===== src/verilog/div_arith_pkg.sv =====
package div_arith_pkg;

    // Operand and result width
    localparam int data_width = 32;

    // One quotient bit per stage
    localparam int div_steps = data_width;

    typedef logic [data_width-1:0] word_t;

    // Arithmetic state handed from stage to stage
    typedef struct packed {
        word_t rem;      // Partial remainder
        word_t quo;      // Dividend out the top, quotient in the bottom
        word_t divisor;
    } div_state_t;

    // Bit of quo that moves into the remainder on the next step
    localparam int quo_msb = data_width - 1;

endpackage


===== src/verilog/div_tag_pkg.sv =====
package div_tag_pkg;

    localparam int addr_width = 8;
    localparam int pc_width   = 32;
    localparam int op_width   = 4;

    typedef logic [addr_width-1:0] addr_t;  // Physical register address
    typedef logic [pc_width-1:0]   pc_t;
    typedef logic [op_width-1:0]   div_op_t;

    // Quotient select, all other codes give the remainder
    localparam div_op_t op_divu = div_op_t'(1);

    // Issue tag, returned untouched with the result
    typedef struct packed {
        div_op_t op;
        addr_t   addr;
        pc_t     pc;
    } div_tag_t;

    // Sideband that rides next to the arithmetic state
    typedef struct packed {
        logic     valid;     // Stage holds a real operation
        logic     div_zero;  // Divisor was zero at issue
        div_tag_t tag;
    } div_side_t;

endpackage


===== src/verilog/div_result.sv =====
`timescale 1ns/100ps

module div_result
    import div_arith_pkg::*;
    import div_tag_pkg::*;
(
    input  logic       clk,
    input  logic       reset,
    input  div_state_t state_in,
    input  div_side_t  side_in,
    output word_t      result,
    output logic       done,
    output logic       divide_zero_exception,
    output div_tag_t   tag_out
);

    word_t result_next;

    // Op code picks quotient or remainder
    assign result_next = (side_in.tag.op == op_divu) ? state_in.quo : state_in.rem;

    always_ff @(posedge clk) begin
        result  <= result_next;
        tag_out <= side_in.tag;
    end

    always_ff @(posedge clk) begin
        if (reset) begin
            done                  <= 1'b0;
            divide_zero_exception <= 1'b0;
        end else begin
            done                  <= side_in.valid;
            divide_zero_exception <= side_in.valid & side_in.div_zero;  // Only with done
        end
    end

endmodule


===== config.mk =====
export PLATFORM = sky130hd
export DESIGN_NAME = div_result
export DESIGN_NICKNAME = d
export VERILOG_FILES = /design/src/verilog/div_arith_pkg.sv /design/src/verilog/div_tag_pkg.sv /design/src/verilog/div_result.sv
export SDC_FILE = /design/constraint.sdc
export NUM_CORES = 1
export LEC_CHECK = 0
export BUFFER_PORTS_ARGS = -buffer_cell sky130_fd_sc_hd__buf_2
export CELL_PAD_IN_SITES_DETAIL_PLACEMENT = 2
export CELL_PAD_IN_SITES_GLOBAL_PLACEMENT = 2
export CORE_MARGIN = 10
export CORE_UTILIZATION = 19
export CTS_BUF_LIST = sky130_fd_sc_hd__clkbuf_8 sky130_fd_sc_hd__clkbuf_16
export CTS_CLUSTER_DIAMETER = 200
export DETAILED_ROUTE_END_ITERATION = 6
export GPL_ROUTABILITY_DRIVEN = 0
export GPL_TIMING_DRIVEN = 0
export PLACE_DENSITY_LB_ADDON = 0.1
export REMOVE_ABC_BUFFERS = 1
export SYNTH_ARGS = -nofsm -noshare
export SYNTH_HDL_FRONTEND = slang
export SYNTH_SLANG_ARGS = --single-unit

===== constraint.sdc =====
create_clock -name clk -period 4.27 [get_ports clk]
set_clock_uncertainty 0.05 [all_clocks]
set_input_delay 0.854 -clock clk [delete_from_list [all_inputs] [get_ports clk]]
set_output_delay 0.854 -clock clk [all_outputs]
set_load 0.02 [all_outputs]

* Word-level counts from Yosys, hierarchy flattened
Cells that the tools add are included.
** Cells by class
- Bitwise gates (word level) :: 1
- Mux-type cells :: 1
- Equal/unequal tests :: 1
** Operators with widths (count)
- 2-to-1 mux 32 bit :: 1
- equality test 4 x 1 -> 1 bit, second input constant :: 1
- bitwise AND 1 bit :: 1
** Word-level totals
- Output and inout port bits :: 78
- Register bits after elaboration :: 78
- Input port bits :: 144

* Depth between registers and ports, before layout
- Depth after elaboration :: 2
- Depth in mapped cells :: 3

* Worst setup path before layout
Ideal clock, no wire load.
- Path type :: input to register
- Start point :: input side_in[41] (netlist bit)
- End point :: register result[10]
- Arrival time :: 1.776 ns
- Required time :: 4.099 ns
- Stages on the path :: 3
- Path buffers :: 1
- Setup slack :: 2.323 ns
- Path through :: nor4b_4 > buf_6 > mux2_2
** Between the ends
- Cells in the longest elaborated chain, start to end :: 2
** Ends and longest elaborated chain
- from (decl) :: line div_result.sv:10 : input div_side_t side_in,
- equality test 4 x 1 -> 1 bit :: line div_result.sv:20 : assign result_next = (side_in.tag.op == op_divu) ? state_in.quo : state_in.rem;
- 2-to-1 mux 32 bit :: line div_result.sv:20
- net result_next[10] :: line div_result.sv:17 : word_t result_next;
- to (signal assigned) :: line div_result.sv:23 : result <= result_next;
- to (decl) :: line div_result.sv:11 : output word_t result,
The timed path passes the listed nets, and every way through them passes these cells.
A chain may end at the register's enable or synchronous reset.

* Worst setup path in the final report
- Start point :: input side_in[41] (netlist bit)
- End point :: register result[12]
The elaborated chain is that of the path after synthesis.

==> impl_metrics.json <==
{
  "synth-edff-count": 0,
  "drt-total-wl_um": 7660,
  "cp.arrival_ns": 1.97,
  "cts_tree": "done",
  "drtPass1Iterations": 3,
  "path_cells": "buf_2 -> nor4b_4 -> buf_6 -> buf_8 -> mux2_2",
  "finalMaxSlewViolations": 0,
  "fin_nets": 460,
  "fin_crit_sh_pct": 41.8,
  "portBuffers": 189,
  "synth.avg_cell_area_um2": 17.2,
  "swShare_pct": 23.7,
  "pwr-share-clk_pct": 41.2,
  "ys_async_sr_fraction_pct": 0,
  "crit_start": "side_in[41]",
  "vdd_drop_max_mv": 0.155,
  "track_usage_pct": 9.78,
  "core_um2": 10300,
  "cp_slowest_cell": "mux2_2",
  "drtIter0Drc": 33,
  "instances_no_fill": 457,
  "crit_path_end_kind": "register",
  "cts_resized": 0,
  "min_path_type": "primary input to register",
  "synth_top_area_share_pct": 78.4,
  "yosysSeqAreaShare_pct": 78.4,
  "cts_setup_buffers": 0,
  "overflow": 0,
  "grt_pass1_wl_um": 10800,
  "power.density_nw_per_um2": 485,
  "period_needed_ns": 1.78,
  "hold_viol_final": 0,
  "switchingPower_mw": 0.385,
  "root_buffer": "clkbuf_8",
  "rows": 37,
  "cp-start-kind": "primary input",
  "drv_cap": 0,
  "die_area_um2": 15000,
  "die_y_um": 122,
  "drt.antenna.violating_nets": 0,
  "required_ns": 4.46,
  "power_frac_seq_pct": 47.8,
  "wl_per_cell_um": 16.8,
  "postLayoutCellArea_um2": 3360,
  "place_area_um2": 3120,
  "relSlewSlack_pct": 86.6,
  "synth_top_cell_by_area": "dfxtp_1",
  "syn_to_final_growth_pct": 68.7,
  "p_comb_share_pct": 11.0,
  "synthTopCellsByArea": "dfxtp_1 78%, mux2_2 17%, buf_6 1.7%",
  "ys_warn_count": 0,
  "clkSinkCount": 78,
  "p_int_mw": 1.24,
  "dp_hpwl_um": 6630,
  "antenna_found_initial": 1,
  "syn_area_um2": 1990,
  "syn_inst": 116,
  "cts_buffers": 9,
  "hold_depth": 1,
  "timing.final.setup_violations": 0,
  "ys_ff_latch": 78,
  "layout-drive-gt1-share_pct": 74.5,
  "cts_buffer_depth": 2,
  "dp.cells": 441,
  "die_x_um": 122,
  "finalSetupTns_ns": 0,
  "via_count": 1685,
  "cts.clk_slew.worst_paths_ns": 0.08,
  "grt_setup_unrepaired": "no",
  "slowest_delay_ns": 0.34,
  "power.leakage_nw": 1.67,
  "synth_commonest_cells": "78 x dfxtp_1, 30 x mux2_2, 3 x buf_6",
  "diodes": 0,
  "grt_max_degree": 15,
  "critPathKind": "primary input to register",
  "grt_pass1_vias": 1891,
  "critical_path.endpoint": "result[12]$_DFF_P_",
  "synth.distinct_cells": 7,
  "post-route-drc-count": 0,
  "synth_top_flop_cell": "dfxtp_1",
  "synth_most_common_cell": "dfxtp_1",
  "viasPerCell": 3.69,
  "fmax_mhz": 560,
  "start_util_pct": 19.4,
  "cts_htree_levels": 3,
  "cp_max_fo": 12,
  "layout.core_utilization_pct": 32.7,
  "ctsHoldBuffers": 0,
  "ios": 222,
  "status": "finished, final reports clean",
  "tightest_slew_ns": 0.200
}
[metrics by stage]
stage          total power [mW]  setup slack [ns]  hold WS [ns]
6_report                   1.63              2.49         0.551
5_1_grt                    1.72              2.43         0.519
3_5_place_dp              0.980              2.09         0.908
3_3_place_gp              0.973             0.788         0.907
2_1_floorplan             0.876              1.67         0.832
4_1_cts                    1.67              2.47         0.520
[registers in the layout (all words and copies together) (netlist names)]
name and count:
tag_out 44, result 32, divide_zero_exception 1, done 1
[worst max-delay path, delay by kind of cell]
family,cells,cell delay [ns]
and+or+nand+nor,1,0.27
muxes,1,0.34
buffers and inverters,3,0.50
[power groups by stage]
stage / registers [mW] / clock network [mW] / logic [mW]
after floorplan: 0.854 / 0 / 0.0220
after detailed placement: 0.797 / 0 / 0.183
after global placement: 0.795 / 0 / 0.178
after global routing: 0.784 / 0.738 / 0.194
final: 0.779 / 0.671 / 0.178
after CTS: 0.780 / 0.704 / 0.183
[metal layers]
metal | global-route usage (%) | routed length [um] | vias up
met5 | 0 | 0 | -
met4 | 5.08 | 119 | 0
met3 | 7.67 | 1360 | 10
met2 | 14.2 | 3250 | 136
met1 | 9.99 | 2930 | 754
li1 | - | - | 785
[layout make-up]
class	count	area, um2
Fill cell	1179	6920
Sequential cell	78	1560
Timing Repair Buffer	192	987
Multi-Input combinational cell	35	397
Tap cell	136	170
Clock buffer	9	124
Clock inverter	7	120
[logic make-up after synthesis]
family | count (synthesis) | synth area share [%]
buffers and inverters | 3 | 1.70
flip-flops | 78 | 78.4
multiplexers | 32 | 18.1
AND/OR/NAND/NOR | 3 | 1.82
[cell usage in the layout (no fill, tap or decap)]
cell | netlist | final
buf_8 | 0 | 2
bufinv_16 | 0 | 3
and2_1 | 1 | 1
clkinvlp_4 | 0 | 1
mux2_1 | 2 | 2
clkinv_2 | 0 | 1
nor2b_1 | 1 | 1
clkbuf_8 | 0 | 9
nor4b_4 | 1 | 1
buf_2 | 0 | 189
mux2_2 | 30 | 30
dfxtp_1 | 78 | 78
buf_6 | 3 | 1
inv_6 | 0 | 2
[worst min path at each step]
stage                start             endpoint
5_1_grt        side_in[12]  tag_out[12]$_DFF_P_
3_3_place_gp   side_in[23]  tag_out[23]$_DFF_P_
6_report       side_in[11]  tag_out[11]$_DFF_P_
3_5_place_dp   side_in[32]  tag_out[32]$_DFF_P_
4_1_cts        side_in[21]  tag_out[21]$_DFF_P_
2_1_floorplan   side_in[0]   tag_out[0]$_DFF_P_
Power figures use the tool's default switching activity.
