File: src/verilog/div_arith_pkg.sv
package div_arith_pkg;

    // Operand and result width
    localparam int data_width = 32;

    // One quotient bit per stage
    localparam int div_steps = data_width;

    typedef logic [data_width-1:0] word_t;

    // Arithmetic state handed from stage to stage
    typedef struct packed {
        word_t rem;      // Partial remainder
        word_t quo;      // Dividend out the top, quotient in the bottom
        word_t divisor;
    } div_state_t;

    // Bit of quo that moves into the remainder on the next step
    localparam int quo_msb = data_width - 1;

endpackage

File: src/verilog/div_tag_pkg.sv
package div_tag_pkg;

    localparam int addr_width = 8;
    localparam int pc_width   = 32;
    localparam int op_width   = 4;

    typedef logic [addr_width-1:0] addr_t;  // Physical register address
    typedef logic [pc_width-1:0]   pc_t;
    typedef logic [op_width-1:0]   div_op_t;

    // Quotient select, all other codes give the remainder
    localparam div_op_t op_divu = div_op_t'(1);

    // Issue tag, returned untouched with the result
    typedef struct packed {
        div_op_t op;
        addr_t   addr;
        pc_t     pc;
    } div_tag_t;

    // Sideband that rides next to the arithmetic state
    typedef struct packed {
        logic     valid;     // Stage holds a real operation
        logic     div_zero;  // Divisor was zero at issue
        div_tag_t tag;
    } div_side_t;

endpackage

File: src/verilog/div_issue.sv
`timescale 1ns/100ps

module div_issue
    import div_arith_pkg::*;
    import div_tag_pkg::*;
(
    input  logic       clk,
    input  logic       reset,
    input  logic       start,
    input  word_t      operand_a,
    input  word_t      operand_b,
    input  div_tag_t   tag_in,
    output div_state_t state_out,
    output div_side_t  side_out
);

    logic       divisor_zero;
    div_state_t state_next;
    div_side_t  side_next;

    assign divisor_zero = (operand_b == '0);

    // Initial working state for stage 0
    always_comb begin
        state_next.rem     = '0;
        state_next.quo     = operand_a;  // Dividend shifts out the top
        state_next.divisor = operand_b;
    end

    always_comb begin
        side_next.valid    = start;
        side_next.div_zero = divisor_zero;
        side_next.tag      = tag_in;
    end

    // Data is captured every cycle, only valid has a reset
    always_ff @(posedge clk) begin
        state_out <= state_next;
        side_out  <= side_next;
        if (reset) begin
            side_out.valid <= 1'b0;
        end
    end

endmodule

File: config.mk
export PLATFORM = sky130hd
export DESIGN_NAME = div_issue
export DESIGN_NICKNAME = d
export VERILOG_FILES = /design/src/verilog/div_arith_pkg.sv /design/src/verilog/div_tag_pkg.sv /design/src/verilog/div_issue.sv
export SDC_FILE = /design/constraint.sdc
export NUM_CORES = 1
export LEC_CHECK = 0
export ABC_AREA = 1
export BUFFER_PORTS_ARGS = -buffer_cell sky130_fd_sc_hd__buf_2
export CAP_MARGIN = 10
export CORE_AREA = 2 2 98 100
export CTS_BUF_LIST = sky130_fd_sc_hd__clkbuf_2
export DETAILED_ROUTE_END_ITERATION = 16
export DIE_AREA = 0 0 100 102
export PLACE_DENSITY = 0.76
export SYNTH_ARGS = -nofsm -noshare
export SYNTH_HDL_FRONTEND = slang
export SYNTH_SLANG_ARGS = --single-unit
export TNS_END_PERCENT = 30
File: constraint.sdc
create_clock -name clk -period 1.3 [get_ports clk]
set_input_delay 0.26 -clock clk [delete_from_list [all_inputs] [get_ports clk]]
set_output_delay 0.26 -clock clk [all_outputs]
set_load 0.005 [all_outputs]
==> results of run 1 <==
Yosys cell counts:
library cell              count
sky130_fd_sc_hd__dfxtp_1    110
sky130_fd_sc_hd__buf_4       32
sky130_fd_sc_hd__nor2_1      22
sky130_fd_sc_hd__nand2_1     10
sky130_fd_sc_hd__conb_1       1
sky130_fd_sc_hd__inv_1        1
cells by family after synthesis:
group / Yosys count
flip-flops: 110
buffers and inverters: 33
AND/OR/NAND/NOR: 32
other: 1
metrics by stage:
stage | std cells | worst slack [ns] | instance area (sq um) | hold WS, ns
after floorplan | 207 | 0.633 | 2690 | 0.288
after global placement | 506 | 0.305 | 3690 | 0.362
after detailed placement | 506 | 0.341 | 3690 | 0.364
==> Implementation_results.wiki, run 1 <==
{| class="wikitable"
! Metric !! Value
|-
| Synthesized-area fraction occupied by adder cells || 0%
|-
| Count of standard-cell rows || 35
|-
| Starting density of the core || between 20 and 30%
|-
| Number of buffers created by CTS || 9
|-
| Largest family of logic cells by synthesized area || buffers and inverters
|-
| Number of register bits inferred by synthesis || between 100 and 150
|-
| Count of synthesis-stage warnings from yosys || 0
|-
| Status || did not finish
|-
| Last stage reached || clock tree synthesis
|-
| Yosys top cell area share || 85.7%
|-
| Synth Instances || between 150 and 200
|-
| Count of clock tree sinks || 110
|-
| Fraction of the mapped netlist area in compound gates || 0%
|-
| Number of distinct library cells after synthesis || 6
|-
| Largest cells by area after synthesis || sky130_fd_sc_hd__dfxtp_1 86%, sky130_fd_sc_hd__buf_4 9.3%, sky130_fd_sc_hd__nor2_1 3.2%
|-
| Worst-case clock buffer depth || 2
|-
| Netlist area before placement || 2570 sq um
|-
| Hpwl dp || 5580 um
|-
| Clock tree root driver cell || sky130_fd_sc_hd__clkbuf_2
|-
| Hold Buf Count CTS || approximately 110
|-
| Post-cts repair resize count || 11
|-
| Routability Congestion || 0.692
|-
| Number of port buffers || 220
|-
| Mean area per synthesized cell || 14.6 sq um
|-
| Floorplan die height || 102 um
|-
| Xor-xnor portion of the synthesized cell area || 0%
|-
| Die Width || 100 um
|-
| H-tree depth || 3
|-
| Sequential element share of the synthesized area || 85.7%
|-
| Number of buffers inserted to repair setup after CTS || 0
|-
| Top-Level Pins || 253
|-
| Most area-hungry cell type in the Yosys netlist || sky130_fd_sc_hd__dfxtp_1
|-
| Post-synthesis mux area share || 0%
|-
| Basic-gate share of the synthesized area counting and, or, nand and nor cells || 4.67%
|-
| Log Error || [ERROR RSZ-0060] Max buffer count reached.
|}
==> inputs of run 2 (changes only) <==
--- a/config.mk
+++ b/config.mk
@@ -8,11 +8,10 @@
 export ABC_AREA = 1
 export BUFFER_PORTS_ARGS = -buffer_cell sky130_fd_sc_hd__buf_2
 export CAP_MARGIN = 10
-export CORE_AREA = 2 2 98 100
-export CTS_BUF_LIST = sky130_fd_sc_hd__clkbuf_2
+export CORE_AREA = 2 2 97 99
 export DETAILED_ROUTE_END_ITERATION = 16
-export DIE_AREA = 0 0 100 102
-export PLACE_DENSITY = 0.76
+export DIE_AREA = 0 0 99 101
+export PLACE_DENSITY_LB_ADDON = 0.15
 export SYNTH_ARGS = -nofsm -noshare
 export SYNTH_HDL_FRONTEND = slang
 export SYNTH_SLANG_ARGS = --single-unit
==> run 2 against run 1 <==
The flow now finishes without violations. Synthesized area unchanged. Synthesized cell count unchanged.
==> Implementation_results.wiki, run 2 <==
{| class="wikitable"
! Metric !! Value
|-
| Maximum clock frequency || 909 MHz
|-
| Routed vias || 2274
|-
| Post-route antenna net violation count || 0
|-
| Sum of internal, switching and leakage power || 6.22 mW
|-
| Worst endpoint required time || 1.60 ns
|-
| Via count of the first global-routing pass || 2353
|-
| Number of buffers created by CTS || 9 (unchanged)
|-
| Count of synthesis-stage warnings from yosys || 0 (unchanged)
|-
| Area of the core || 8980 sq um
|-
| GRT Total Usage || 13.6%
|-
| Peak fanout along the critical path || 2
|-
| Floorplan die height || 101 um (was 102 um)
|-
| Netlist area before placement || 2570 sq um (unchanged)
|-
| Leakage power total || roughly 2.5 nW
|-
| Post-Route Setup TNS || 0 ns
|-
| Starting density of the core || 28.6% (was 28.2%)
|-
| Element type at the critical path start || input pin
|-
| Sequential element share of the synthesized area || 85.7% (unchanged)
|-
| Biggest registers after layout || state_out x64, side_out x46
|-
| Type of the worst setup path || in2reg
|-
| Hold Buf Count CTS || 100 (was 105)
|-
| Remaining global-route overflow || 0
|-
| Setup repair after global routing missed its margin || false
|-
| Largest register by flop count || state_out
|-
| Count of endpoints failing hold in the final timing report || 0
|-
| PwrDens || 1270 nW/um^2
|-
| Post-DR wirelength/cell || 11.6 um
|-
| Die Width || 99 um (was 100 um)
|-
| Synth Instances || 176 (unchanged)
|-
| Clock tree root driver cell || sky130_fd_sc_hd__clkbuf_8 (was sky130_fd_sc_hd__clkbuf_2)
|-
| Number of port buffers || 220 (unchanged)
|-
| Global-route wire length before repair || about 11000 um
|-
| Kind of path behind the tightest hold check || in2reg
|-
| Asr flop ratio synth || 0% (unchanged)
|-
| Number of max-cap violations || 0
|-
| Top-Level Pins || 253 (unchanged)
|-
| Worst VDD drop || 0.000596 V
|-
| Post-route standard cell area excluding fillers || 4900 sq um
|-
| Worst-case clock buffer depth || 2 (unchanged)
|-
| Number of flip-flops in the largest register || 64
|-
| Post-cts repair resize count || 0 (was 11)
|-
| Hpwl dp || 5200 um (was 5580 um)
|-
| Most area-hungry cell type in the Yosys netlist || sky130_fd_sc_hd__dfxtp_1 (unchanged)
|-
| CTS clk-pin slew, worst paths || 0.10 ns
|-
| Ratio of cells with drive above 1 in the final layout || 46.1%
|-
| Top post-synthesis cells by count || 110 x sky130_fd_sc_hd__dfxtp_1, 32 x sky130_fd_sc_hd__buf_4, 22 x sky130_fd_sc_hd__nor2_1 (unchanged)
|-
| Antenna violations before repair || 0
|-
| Most frequent cells in the layout || 220 x sky130_fd_sc_hd__buf_2, 110 x sky130_fd_sc_hd__dfxtp_1, 101 x sky130_fd_sc_hd__dlygate4sd3_1
|-
| Area growth, synth to finish || 90.6%
|-
| Worst path arrival time || between 1 and 1.5 ns
|-
| Number of buffers inserted to repair setup after CTS || 0 (unchanged)
|-
| Worst Hold Margin || 0.0223 ns
|-
| Crit path from || operand_b[3]
|-
| NumNets Final || between 600 and 700
|-
| Count of clock tree sinks || 110 (unchanged)
|-
| Capture point of the critical path || side_out[44]
|-
| Status || finished clean (was did not finish)
|-
| Inserted Diodes || 0
|-
| Most common library cell in the layout ignoring fill and taps || sky130_fd_sc_hd__buf_2
|-
| Number of distinct library cells after synthesis || 6 (unchanged)
|-
| Top FF cell, synth || sky130_fd_sc_hd__dfxtp_1 (unchanged)
|-
| TritonCTS clock tree || built
|-
| Post-DR vias/cell || 3.65
|-
| Min Tclk post-route || about 1.1 ns
|-
| Count of standard-cell rows || 35 (unchanged)
|-
| Floorplan die area || 10000 sq um
|-
| Total detailed-routing wirelength || 7250 um
|-
| Detailed Routing Iterations Pass 1 || 4
|-
| Largest cells by area after synthesis || sky130_fd_sc_hd__dfxtp_1 86%, sky130_fd_sc_hd__buf_4 9.3%, sky130_fd_sc_hd__nor2_1 3.2% (unchanged)
|-
| Core utilization of the finished layout || between 50% and 60%
|-
| Sort of element at the end of the critical path || register
|-
| Standard cell area after detailed placement || 3690 sq um (unchanged)
|-
| Share of the clock period used by the worst path || between 80% and 90%
|-
| Mean area per synthesized cell || 14.6 sq um (unchanged)
|-
| H-tree depth || 3 (unchanged)
|-
| Most repeated cell in the gate-level netlist after synthesis || sky130_fd_sc_hd__dfxtp_1 (unchanged)
|-
| Max-slew violation total from the final report || 0
|-
| Number of remaining DRC errors || 0
|-
| Initial drt markers || 14
|-
| Largest net degree at the start of global routing || 21
|-
| Yosys top cell area share || 85.7% (unchanged)
|-
| Count of flip-flops with a built-in enable after synthesis || 0 (unchanged)
|-
| Number of register bits inferred by synthesis || 110 (unchanged)
|-
| Total of endpoints with negative setup slack in the final report || 0
|-
| Routability Congestion || 0.712 (was 0.692)
|}
==> run 2: cell counts after synthesis <==
Identical to the previous run, type by type.
==> run 2: report_power, final <==
part | internal [mW] | switching (mW) | total (mW)
combinational | 0.433 | 0.224 | 0.657
clock | 0.801 | 1.18 | 1.98
sequential | 3.55 | 0.0387 | 3.59
total | 4.78 | 1.44 | 6.22
==> run 2: kinds of logic (layout without fill, tap and decap cells) <==
| kind of cell | count (synthesis) | after routing | synth area share (%) |
|---|---|---|---|
| other cells | 1 | 32 | 0.146 |
| flops | 110 | 110 | 85.7 |
| simple gates | 32 | 32 | 4.67 |
| buf+inv | 33 | 338 | 9.49 |
==> run 2: critical path, cell delays in order <==
cell	delay, ns
sky130_fd_sc_hd__dlygate4sd3_1	0.52
sky130_fd_sc_hd__buf_2	0.12
sky130_fd_sc_hd__nor2_1	0.11
sky130_fd_sc_hd__nand2_1	0.07
sky130_fd_sc_hd__nor2_1	0.15
sky130_fd_sc_hd__nand2_1	0.07
sky130_fd_sc_hd__nor2_1	0.09
==> run 2: worst min path at each step <==
stage,start,end,slack [ns],depth (start not counted)
floorplan,tag_in[0],side_out[0],0.29,0
global placement,tag_in[27],side_out[27],0.36,1
detailed placement,operand_a[21],state_out[53],0.36,1
CTS,operand_b[24],state_out[24],0.0007,1
global route,operand_b[27],state_out[27],0.001,1
finish,operand_b[27],state_out[27],0.02,1
==> run 2: area by class of cell <==
type                            count  area (sq um)
Inverter                            1          3.75
Tap cell                          111           139
Clock inverter                      6          62.6
Clock buffer                       10           138
Sequential cell                   110          2200
Fill cell                         766          4080
Timing Repair Buffer              321          2110
Multi-Input combinational cell     64           240
==> run 2: layer usage <==
metal	global-route usage [%]	wire length (um)	part of all wire, %	vias to the layer above
met5	0	0	0	-
met4	6.32	162	2.2	0
met3	4.65	699	9.6	14
met2	26.4	3960	55	143
met1	12.8	2430	34	987
li1	-	-	-	1130
==> run 2: per-stage QoR <==
stage,setup slack [ns],cells
3_3_place_gp,0.355,506
5_1_grt,0.0670,623
3_5_place_dp,0.349,506
2_1_floorplan,0.633,207
6_report,0.200,623
4_1_cts,0.194,622
Note: power is estimated with default switching activity, not from simulation.
==> inputs of run 3 (changes only) <==
==> constraint.sdc (replaced) <==
create_clock -name clk -period 0.9 [get_ports clk]
set_input_delay 0.18 -clock clk [delete_from_list [all_inputs] [get_ports clk]]
set_output_delay 0.18 -clock clk [all_outputs]
set_load 0.005 [all_outputs]
==> run 3 against run 2 <==
The run now fails in clock tree synthesis. Synthesized cell count did not move. Synthesized area stayed put.
==> Implementation_results.wiki, run 3 <==
{| class="wikitable"
! Metric !! Value
|-
| Pre-CTS setup slack || 0.0382 ns (was 0.349 ns)
|-
| Clock tree root driver cell || sky130_fd_sc_hd__clkbuf_8 (unchanged)
|-
| Number of port buffers || 220 (unchanged)
|-
| Largest cells by area after synthesis || sky130_fd_sc_hd__dfxtp_1 86%, sky130_fd_sc_hd__buf_4 9.3%, sky130_fd_sc_hd__nor2_1 3.2% (unchanged)
|-
| Starting density of the core || 28.6% (unchanged)
|-
| Netlist area before placement || 2570 sq um (unchanged)
|-
| Die Width || 99 um (unchanged)
|-
| Synth Instances || 176 (unchanged)
|-
| Routability Congestion || 0.712 (unchanged)
|-
| Last stage reached || clock tree synthesis
|-
| Log Error || [ERROR RSZ-0060] Max buffer count reached.
|-
| Status || did not finish (was finished clean)
|-
| Number of placed instances, taps included || 506 (unchanged)
|-
| Number of distinct library cells after synthesis || 6 (unchanged)
|-
| Number of buffers inserted to repair setup after CTS || 0 (unchanged)
|-
| Hpwl dp || 5180 um (was 5200 um)
|-
| Mean area per synthesized cell || 14.6 sq um (unchanged)
|-
| Worst-case clock buffer depth || 2 (unchanged)
|-
| Top post-synthesis cells by count || 110 x sky130_fd_sc_hd__dfxtp_1, 32 x sky130_fd_sc_hd__buf_4, 22 x sky130_fd_sc_hd__nor2_1 (unchanged)
|-
| Number of register bits inferred by synthesis || 110 (unchanged)
|-
| Asr flop ratio synth || 0% (unchanged)
|-
| Most area-hungry cell type in the Yosys netlist || sky130_fd_sc_hd__dfxtp_1 (unchanged)
|-
| Sequential element share of the synthesized area || 85.7% (unchanged)
|-
| Count of synthesis-stage warnings from yosys || 0 (unchanged)
|-
| Most repeated cell in the gate-level netlist after synthesis || sky130_fd_sc_hd__dfxtp_1 (unchanged)
|-
| Yosys top cell area share || 85.7% (unchanged)
|-
| Hold Buf Count CTS || 105 (was 100)
|-
| Number of buffers created by CTS || 9 (unchanged)
|-
| Top FF cell, synth || sky130_fd_sc_hd__dfxtp_1 (unchanged)
|-
| Top-Level Pins || 253 (unchanged)
|-
| Post-cts repair resize count || 2 (was 0)
|-
| H-tree depth || 3 (unchanged)
|-
| Count of standard-cell rows || 35 (unchanged)
|-
| Count of flip-flops with a built-in enable after synthesis || 0 (unchanged)
|-
| Floorplan die height || 101 um (unchanged)
|-
| Count of clock tree sinks || 110 (unchanged)
|}
==> run 3: cell counts after synthesis <==
Identical to the previous run, type by type.
==> run 3: cell families after synthesis <==
logic type,Yosys count,share of synthesized area [%]
other,1,0.146
buffers and inverters,33,9.49
DFF,110,85.7
and+or+nand+nor,32,4.67
==> run 3: stage by stage <==
stage / util, % / instance area, sq um
after floorplan: - / 2690
after global placement: 41.1 / 3690
after detailed placement: 41.1 / 3690
