<file path="config.mk">
export PLATFORM = sky130hd
export DESIGN_NAME = div_stage
export DESIGN_NICKNAME = d
export VERILOG_FILES = /design/src/verilog/div_arith_pkg.sv /design/src/verilog/div_tag_pkg.sv /design/src/verilog/div_stage.sv
export SDC_FILE = /design/constraint.sdc
export NUM_CORES = 1
export LEC_CHECK = 0
export BUFFER_PORTS_ARGS = -buffer_cell sky130_fd_sc_hd__buf_2
export CAP_MARGIN = 5
export CORE_MARGIN = 1
export CORE_UTILIZATION = 40
export CTS_CLUSTER_SIZE = 10
export DETAILED_ROUTE_END_ITERATION = 6
export PLACE_DENSITY = 0.74
export SYNTH_ARGS = -nofsm -noshare
export SYNTH_HDL_FRONTEND = slang
export SYNTH_SLANG_ARGS = --single-unit
</file>
<file path="constraint.sdc">
create_clock -name clk -period 2.8 [get_ports clk]
set_input_delay 0.56 -clock clk [delete_from_list [all_inputs] [get_ports clk]]
set_output_delay 0.56 -clock clk [all_outputs]
set_load 0.05 [all_outputs]
</file>
<file path="src/verilog/div_arith_pkg.sv">
package div_arith_pkg;

    // Operand and result width
    localparam int data_width = 32;

    // One quotient bit per stage
    localparam int div_steps = data_width;

    typedef logic [data_width-1:0] word_t;

    // Arithmetic state handed from stage to stage
    typedef struct packed {
        word_t rem;      // Partial remainder
        word_t quo;      // Dividend out the top, quotient in the bottom
        word_t divisor;
    } div_state_t;

    // Bit of quo that moves into the remainder on the next step
    localparam int quo_msb = data_width - 1;

endpackage

</file>
<file path="src/verilog/div_tag_pkg.sv">
package div_tag_pkg;

    localparam int addr_width = 8;
    localparam int pc_width   = 32;
    localparam int op_width   = 4;

    typedef logic [addr_width-1:0] addr_t;  // Physical register address
    typedef logic [pc_width-1:0]   pc_t;
    typedef logic [op_width-1:0]   div_op_t;

    // Quotient select, all other codes give the remainder
    localparam div_op_t op_divu = div_op_t'(1);

    // Issue tag, returned untouched with the result
    typedef struct packed {
        div_op_t op;
        addr_t   addr;
        pc_t     pc;
    } div_tag_t;

    // Sideband that rides next to the arithmetic state
    typedef struct packed {
        logic     valid;     // Stage holds a real operation
        logic     div_zero;  // Divisor was zero at issue
        div_tag_t tag;
    } div_side_t;

endpackage

</file>
<file path="src/verilog/div_stage.sv">
`timescale 1ns/100ps

module div_stage
    import div_arith_pkg::*;
    import div_tag_pkg::*;
(
    input  logic       clk,
    input  logic       reset,
    input  div_state_t state_in,
    input  div_side_t  side_in,
    output div_state_t state_out,
    output div_side_t  side_out
);

    logic [data_width:0] shifted;  // Remainder with next dividend bit
    logic [data_width:0] diff;
    logic                fits;
    div_state_t          state_next;

    // Bring down the next dividend bit
    assign shifted = {state_in.rem, state_in.quo[quo_msb]};

    // Trial subtract, one bit wider so the borrow shows
    assign diff = shifted - {1'b0, state_in.divisor};
    assign fits = ~diff[data_width];

    always_comb begin
        state_next.divisor = state_in.divisor;
        if (fits) begin
            state_next.rem = diff[data_width-1:0];
            state_next.quo = {state_in.quo[quo_msb-1:0], 1'b1};
        end else begin
            // Restore, keep the shifted remainder
            state_next.rem = shifted[data_width-1:0];
            state_next.quo = {state_in.quo[quo_msb-1:0], 1'b0};
        end
    end

    always_ff @(posedge clk) begin
        state_out <= state_next;
        side_out  <= side_in;
        if (reset) begin
            side_out.valid <= 1'b0;
        end
    end

endmodule

</file>
======== Word level (Yosys, flattened, before mapping) ========
Cells that the tools add are included.
storage, ports and cells
  word-level logic and storage cells ...... 10
  output and inout bits ................... 142
  bits of input ports ..................... 144
  register bits ........................... 142
cells by class
  mux-type cells .......................... 1
  $add $sub $neg .......................... 1
operator list
  operator          count
  $mux W64          1
  $sub A33 B32 Y33  1

======== Longest topological paths before layout ========
Gate-level depths: netlist of the first run.
  depth in word-level cells ............... 2
  gate-level depth with buffers ........... 13
  depth with buffers taken out ............ 12

======== Least setup slack after synthesis of the first run ========
No wires, ideal clock.
  path kind ............................... input-to-reg
  start point ............................. input state_in[16] (netlist name)
  end point ............................... register state_out[67] (netlist name)
  path slack .............................. -152 ps
  setup time .............................. 121 ps
  cell stages on the path ................. 12
  buffers on the path ..................... 2
  required time ........................... 2,679 ps
  data arrival time ....................... 2,831 ps
  cell sequence ........................... inv_1 > ha_1 > buf_6 > a21oi_4 > o211ai_1 > a221o_1 > a211o_1 > o21a_1 > o211ai_4 > inv_2 > buf_6 > mux2_4
RTL lines
  item                    RTL line         RTL
  start: declaration      div_stage.sv:9   input div_state_t state_in,
  end signal: assignment  div_stage.sv:40  state_out <= state_next;
  end: declaration        div_stage.sv:11  output div_state_t state_out,

==> results of run 1 <==
==> final cells by class <==
class,count,area (sq um),area share [%]
flip-flops and latches,142,2840,35.3
multi-input cells,304,2300,28.6
repair buffers,345,1930,23.9
clock buffers,19,443,5.50
well taps,172,215,2.67
inverters,42,163,2.02
clock inverters,13,153,1.90
diodes,1,2.50,0.0311
==> sequential cells by signal (all words and copies together) (netlist names) <==
signal,flops
side_out,46
state_out,96
==> how the worst max path moves through the flow <==
stage,to,depth (start not counted)
2_1_floorplan,state_out[67]$_DFF_P_,11
5_1_grt,state_out[85]$_DFF_P_,13
6_report,state_out[92]$_DFF_P_,12
3_5_place_dp,state_out[89]$_DFF_P_,12
4_1_cts,state_out[89]$_DFF_P_,12
3_3_place_gp,state_out[92]$_DFF_P_,13
==> worst max-delay path: stages <==
cell	delay, ps
sky130_fd_sc_hd__buf_2	110
sky130_fd_sc_hd__ha_1	220
sky130_fd_sc_hd__fa_1	410
sky130_fd_sc_hd__nand2b_1	200
sky130_fd_sc_hd__a21oi_2	180
sky130_fd_sc_hd__o211ai_1	170
sky130_fd_sc_hd__a21oi_2	210
sky130_fd_sc_hd__o21a_1	200
sky130_fd_sc_hd__o211ai_4	90
sky130_fd_sc_hd__inv_2	150
sky130_fd_sc_hd__buf_12	160
sky130_fd_sc_hd__mux2_4	300
==> power groups by stage <==
stage	sequential [mW]	clock, mW	combinational, mW
after global placement	2.30	0	1.77
after floorplan	2.97	0	0.566
after detailed placement	2.30	0	1.79
final	2.25	2.26	1.80
after CTS	2.26	2.30	1.80
after global routing	2.27	2.40	1.91
==> metal layers <==
metal  share of wire (%)  vias up  global-route usage, %
met5                   0        -                      0
met4                 2.6        0                   11.8
met3                 6.8       32                   5.77
met2                  51      192                   40.4
met1                  40     2204                   26.2
li1                    -     2445                      -
==> through the flow <==
| step | setup WS (ps) | util (%) |
|---|---|---|
| CTS | 102 | 62.9 |
| global placement | -231 | 58.3 |
| floorplan | -7.78 | - |
| finish | 140 | 63.0 |
| global route | -21.1 | 63.0 |
| detailed placement | -331 | 58.3 |
==> kinds of logic (layout without fill, tap and decap cells) <==
| group | Yosys count | count (layout) | synth area share, % |
|---|---|---|---|
| compound gates | 120 | 120 | 15.0 |
| xor+xnor | 24 | 24 | 3.96 |
| fa+ha+maj | 33 | 33 | 7.93 |
| buf+inv | 57 | 419 | 4.48 |
| flops | 142 | 142 | 53.6 |
| mux | 18 | 18 | 5.10 |
| other cells | 0 | 1 | 0 |
| simple gates | 109 | 109 | 9.89 |
==> cells in the final DEF (no fill, tap or decap), types with 3 or more instances in the layout <==
cell                        count
sky130_fd_sc_hd__a211oi_1       4
sky130_fd_sc_hd__a21o_1        15
sky130_fd_sc_hd__a21oi_1       31
sky130_fd_sc_hd__a21oi_2        3
sky130_fd_sc_hd__and2_1         3
sky130_fd_sc_hd__and3_1         6
sky130_fd_sc_hd__buf_12         4
sky130_fd_sc_hd__buf_2        285
sky130_fd_sc_hd__buf_4         56
sky130_fd_sc_hd__clkbuf_16     17
sky130_fd_sc_hd__dfxtp_1      142
sky130_fd_sc_hd__ha_1          28
sky130_fd_sc_hd__ha_4           4
sky130_fd_sc_hd__inv_1         39
sky130_fd_sc_hd__inv_6          6
sky130_fd_sc_hd__mux2_4        18
sky130_fd_sc_hd__nand2_1       44
sky130_fd_sc_hd__nand2b_1       5
sky130_fd_sc_hd__nand3_1        9
sky130_fd_sc_hd__nand4_1        7
sky130_fd_sc_hd__nor2_1        16
sky130_fd_sc_hd__nor2b_1        6
sky130_fd_sc_hd__nor3_1         4
sky130_fd_sc_hd__o211ai_1       8
sky130_fd_sc_hd__o21a_1         6
sky130_fd_sc_hd__o21ai_0       24
sky130_fd_sc_hd__o21bai_1       5
sky130_fd_sc_hd__o31ai_1        5
sky130_fd_sc_hd__xnor2_1       14
sky130_fd_sc_hd__xor2_1        10
==> synthesized netlist by cell type (7+ instances only) <==
| cell type | n | area share [%] |
|---|---|---|
| sky130_fd_sc_hd__nand4_1 | 7 | 0.83 |
| sky130_fd_sc_hd__xnor2_1 | 14 | 2.3 |
| sky130_fd_sc_hd__mux2_4 | 18 | 5.1 |
| sky130_fd_sc_hd__nand3_1 | 11 | 1.0 |
| sky130_fd_sc_hd__o21ai_0 | 24 | 2.3 |
| sky130_fd_sc_hd__dfxtp_1 | 142 | 54 |
| sky130_fd_sc_hd__ha_1 | 32 | 7.6 |
| sky130_fd_sc_hd__xor2_1 | 10 | 1.7 |
| sky130_fd_sc_hd__clkbuf_1 | 11 | 0.78 |
| sky130_fd_sc_hd__nor2_1 | 16 | 1.1 |
| sky130_fd_sc_hd__a21oi_1 | 34 | 3.2 |
| sky130_fd_sc_hd__a21o_1 | 15 | 2.1 |
| sky130_fd_sc_hd__nand2_1 | 44 | 3.1 |
| sky130_fd_sc_hd__o211ai_1 | 8 | 1.1 |
| sky130_fd_sc_hd__inv_1 | 41 | 2.9 |
==> flow_summary.ini, run 1 <==
[status]
run_status = completed

[clock_network]
postCtsSetupBuffers = 0
cts-root-to-sink-buffers = 2
postCtsResizedCells = 0
postCtsHoldBufs = 0
maximum_level_of_the_cts_h_tree = 4
cts.root.buffer_cell = sky130_fd_sc_hd__clkbuf_16
cts_tree = built
clkSinkCount = 142
clkTransAtPathRegs_ps = 60
number_of_clock_buffers_inserted_by_tritoncts = 17

[min_path]
min_path_cells = 1
worst_hold_path.endpoint = state_out[60]$_DFF_P_
holdCritPathClass = in -> reg
min_from = state_in[59]

[power_and_ir_drop]
seqPwrFrac_pct = 35.7
vdd_ir_drop_max_mv = 0.337
combPwrFrac_pct = 28.5
netSwitchingPower_mw = 2.13
p_int_mw = 4.18
totalPowerFinal_mw = 6.31
power_leakage_nw = 4.16
switching_share_pct = 33.8
relative_contribution_of_the_clock_network_to_total_power_pct = 35.8
powerDensity_mw_per_mm2 = 785

[route]
ant_nets = 0
residual_drc_count = 0
post_drt_wl_per_cell_um = 15.1
detail_route.wirelength_um = 15700
drt_pre_antenna_iters = 4
detail_route.vias_per_cell = 4.69
detail_route.iter0.violations = 241
route.vias.total = 4873

[placement]
place_hpwl_um = 12700
port_buffers = 285
dp_cells = 1005
finalWeightedCongestion = 0.908
placedInstanceArea_sq_mm = 0.00744

[floorplan]
top_level_ports = 286
die-width_um = 117
placementRows = 41
initial_utilization_pct = 41.5
design.die.area_sq_mm = 0.0137
core_region_area_sq_mm = 0.0128
die_h_um = 117

[sta]
maxClockFrequency_mhz = 376
final.period_utilization_pct = 95.0
timing.max_slew.rel_slack_pct = 66.8
tns_ps = 0
report.final.slew_viol_count = 0
holdWs_ps = 237
period_needed_ps = 2660
worstMarginPinSlew_ps = 486
finalHoldViolCount = 0
final_setup_vio_count = 0

[yosys]
synth_warnings = 0
cell_area_after_technology_mapping_sq_mm = 0.00530
yosysSeqAreaShare_pct = 53.6
synth-seq-cells = 142
synth_cells = 503
post_synth_cell_types = 49
postSynthAreaPerCell_sq_um = 10.5
most_frequently_used_flop_master_after_synthesis = sky130_fd_sc_hd__dfxtp_1
synth-edff-count = 0
synth.net_count = 680
synthArstFlopShare_pct = 0

[global_route]
number_of_antenna_violations_at_the_first_check_in_global_routing = 1
first_global_vias = 4651
maximum_number_of_pins_on_one_net_before_global_route_repair = 17
gr_overflow_total = 0
grt_pass1_wl_um = 23500
grt_use_total_pct = 23.1

[worst_setup_path]
worst_setup_path_start_kind = input pin
timing.critical_path.required_ps = 3100
timing_worst_setup_path_type = in -> reg
critical_path_endpoint_category = flop
cp-startpoint = state_in[0]
worst-path-max-fanout = 9
critPathArrivalTime_ps = 2960

[cells_and_area]
finalInstanceArea_sq_mm = 0.00805
drive_gt1_share_pct = 47.4
design.final.nets = 1029
layout-area-overhead-vs-synth_pct = 51.7
final.fill_count = 1063
finish.cell_count_without_fillers = 1038

[job]
number_of_max_capacitance_violations_reported = 0
(Power assumes the default switching activity.)
==> inputs of run 2 (changes only) <==
==> constraint.sdc (replaced) <==
create_clock -name clk -period 2.37 [get_ports clk]
set_input_delay 0 -clock clk [delete_from_list [all_inputs] [get_ports clk]]
set_output_delay 0 -clock clk [all_outputs]
set_load 0.05 [all_outputs]
==> run 2 against run 1 <==
Worst hold slack got worse by 110 ps. Sequential share of layout area shrank 5.3 points. Total power is 22% higher. Sequential power increased by 19%. Flip-flop and latch count is the same.
==> flow_summary.ini, run 2 (synthesized netlist as in run 1, its figures left out) <==
[worst_setup_path]
timing.critical_path.required_ps = 2680
worst_setup_path_start_kind = input pin
critical_path_endpoint_category = flop
timing_worst_setup_path_type = in -> reg
cp-startpoint = state_in[6]
cp-endpoint = state_out[85]$_DFF_P_
critPathArrivalTime_ps = 2650
worst-path-max-fanout = 6

[global_route]
grt_pass1_wl_um = 27000
number_of_antenna_violations_at_the_first_check_in_global_routing = 3
gr_overflow_total = 0
maximum_number_of_pins_on_one_net_before_global_route_repair = 20
grt_use_total_pct = 26.6
first_global_vias = 5443

[clock_network]
cts.root.buffer_cell = sky130_fd_sc_hd__clkbuf_16
maximum_level_of_the_cts_h_tree = 4
clkSinkCount = 142
number_of_clock_buffers_inserted_by_tritoncts = 17
cts_tree = built
clkTransAtPathRegs_ps = 60
cts-root-to-sink-buffers = 2

[cells_and_area]
layout.cells.most_common = sky130_fd_sc_hd__buf_2
layout_top_registers = state_out x96, side_out x46
design.final.nets = 1164
mostFrequentLayoutCells = sky130_fd_sc_hd__buf_2 (285), sky130_fd_sc_hd__dlygate4sd3_1 (144), sky130_fd_sc_hd__dfxtp_1 (142), sky130_fd_sc_hd__buf_4 (46), sky130_fd_sc_hd__nand2_1 (44)
finalInstanceArea_sq_mm = 0.00946
final.fill_count = 868
drive_gt1_share_pct = 40.7
largest-register = state_out
layout-area-overhead-vs-synth_pct = 78.4
finalCoreUtilization_pct = 74.0
largest_register_ffs = 96
finish.cell_count_without_fillers = 1175

[power_and_ir_drop]
vdd_ir_drop_max_mv = 0.475
totalPowerFinal_mw = 7.72
powerDensity_mw_per_mm2 = 816
power_leakage_nw = 4.74

[min_path]
holdCritPathClass = in -> reg

[status]
run_status = completed

[floorplan]
placementRows = 41
design.die.area_sq_mm = 0.0137
top_level_ports = 286
initial_utilization_pct = 41.5
die-width_um = 117
core_region_area_sq_mm = 0.0128
die_h_um = 117

[sta]
report.final.slew_viol_count = 0
timing.max_slew.rel_slack_pct = 72.2
final.period_utilization_pct = 98.8
period_needed_ps = 2340
worstMarginPinSlew_ps = 407
holdWs_ps = 128
setup_repair_after_global_routing_missed_its_margin = false
finalHoldViolCount = 0
maxClockFrequency_mhz = 427
final_setup_vio_count = 0

[route]
drt_pre_antenna_iters = 5
detail_route.iter0.violations = 347
route.vias.total = 5626
residual_drc_count = 0
post_drt_wl_per_cell_um = 16.3
ant_nets = 0
detail_route.vias_per_cell = 4.79
detail_route.wirelength_um = 19200

[placement]
finalWeightedCongestion = 0.908
port_buffers = 285
place_hpwl_um = 11800
placedInstanceArea_sq_mm = 0.00722
dp_cells = 991

[job]
number_of_max_capacitance_violations_reported = 0
[run 2: cell types whose count changed in the layout (fill, tap and decap cells not counted), sizes merged]
cell          delta
dlygate4sd3    +144
dlymetal6s4s     +1
clkinvlp         -1
clkinv           +2
diode            +2
buf             -11
inv              +1
clkbuf           -1
[run 2: worst min-delay path by stage]
stage,start,end,slack [ps],depth (start not counted)
after CTS,state_in[0],state_out[0]$_DFF_P_,-320,1
after floorplan,side_in[0],side_out[0]$_DFF_P_,30,0
after global placement,state_in[34],state_out[35]$_DFF_P_,100,1
after detailed placement,state_in[43],state_out[44]$_DFF_P_,100,1
after global routing,state_in[1],state_out[66]$_DFF_P_,190,4
final,state_in[1],state_out[66]$_DFF_P_,130,4
[run 2: per-layer routing]
layer / GRT usage (%) / vias up / part of all wire, %
li1: - / 2715 / -
met2: 50.7 / 265 / 54
met3: 7.00 / 52 / 6.4
met5: 0 / - / 0
met1: 26.7 / 2594 / 36
met4: 12.7 / 0 / 3.2
[run 2: cell type report]
| type | instances | area [sq um] | share of cell area (%) |
|---|---|---|---|
| Timing Repair Buffer | 480 | 3290 | 34.8 |
| Sequential cell | 142 | 2840 | 30.1 |
| Multi-Input combinational cell | 304 | 2330 | 24.7 |
| Clock buffer | 17 | 425 | 4.50 |
| Tap cell | 172 | 215 | 2.28 |
| Clock inverter | 15 | 180 | 1.91 |
| Inverter | 42 | 160 | 1.69 |
| Antenna cell | 3 | 7.51 | 0.0794 |
[run 2: metrics by stage]
stage,setup slack [ps],setup TNS [ps]
final,29.2,0
after floorplan,0.881,0
after global placement,-129,-2740
after detailed placement,-185,-4060
after CTS,9.44,0
after global routing,0.727,0
[run 2: critical path: stages]
cell and delay (ps):
sky130_fd_sc_hd__dlygate4sd3_1 530, sky130_fd_sc_hd__buf_2 110, sky130_fd_sc_hd__inv_1 40, sky130_fd_sc_hd__ha_1 360, sky130_fd_sc_hd__a21o_1 220, sky130_fd_sc_hd__a21o_1 210, sky130_fd_sc_hd__nor3_2 190, sky130_fd_sc_hd__a21oi_2 110
sky130_fd_sc_hd__a31o_2 280, sky130_fd_sc_hd__buf_4 150, sky130_fd_sc_hd__xor2_1 150, sky130_fd_sc_hd__mux2_4 280
[run 2: repair_timing]
action,CTS,global route
endpoints found under the hold margin,141,3
resized for setup,0,25
hold buffers,141,4
buffers inserted,0,3
endpoints found under the setup margin,0,32
[run 2: report_power, final]
group / leakage [nW] / internal (mW) / switching [mW]
sequential: 1.20 / 2.61 / 0.0618
combinational: 3.25 / 0.865 / 1.46
clock: 0.297 / 1.59 / 1.13
total: 4.74 / 5.07 / 2.65
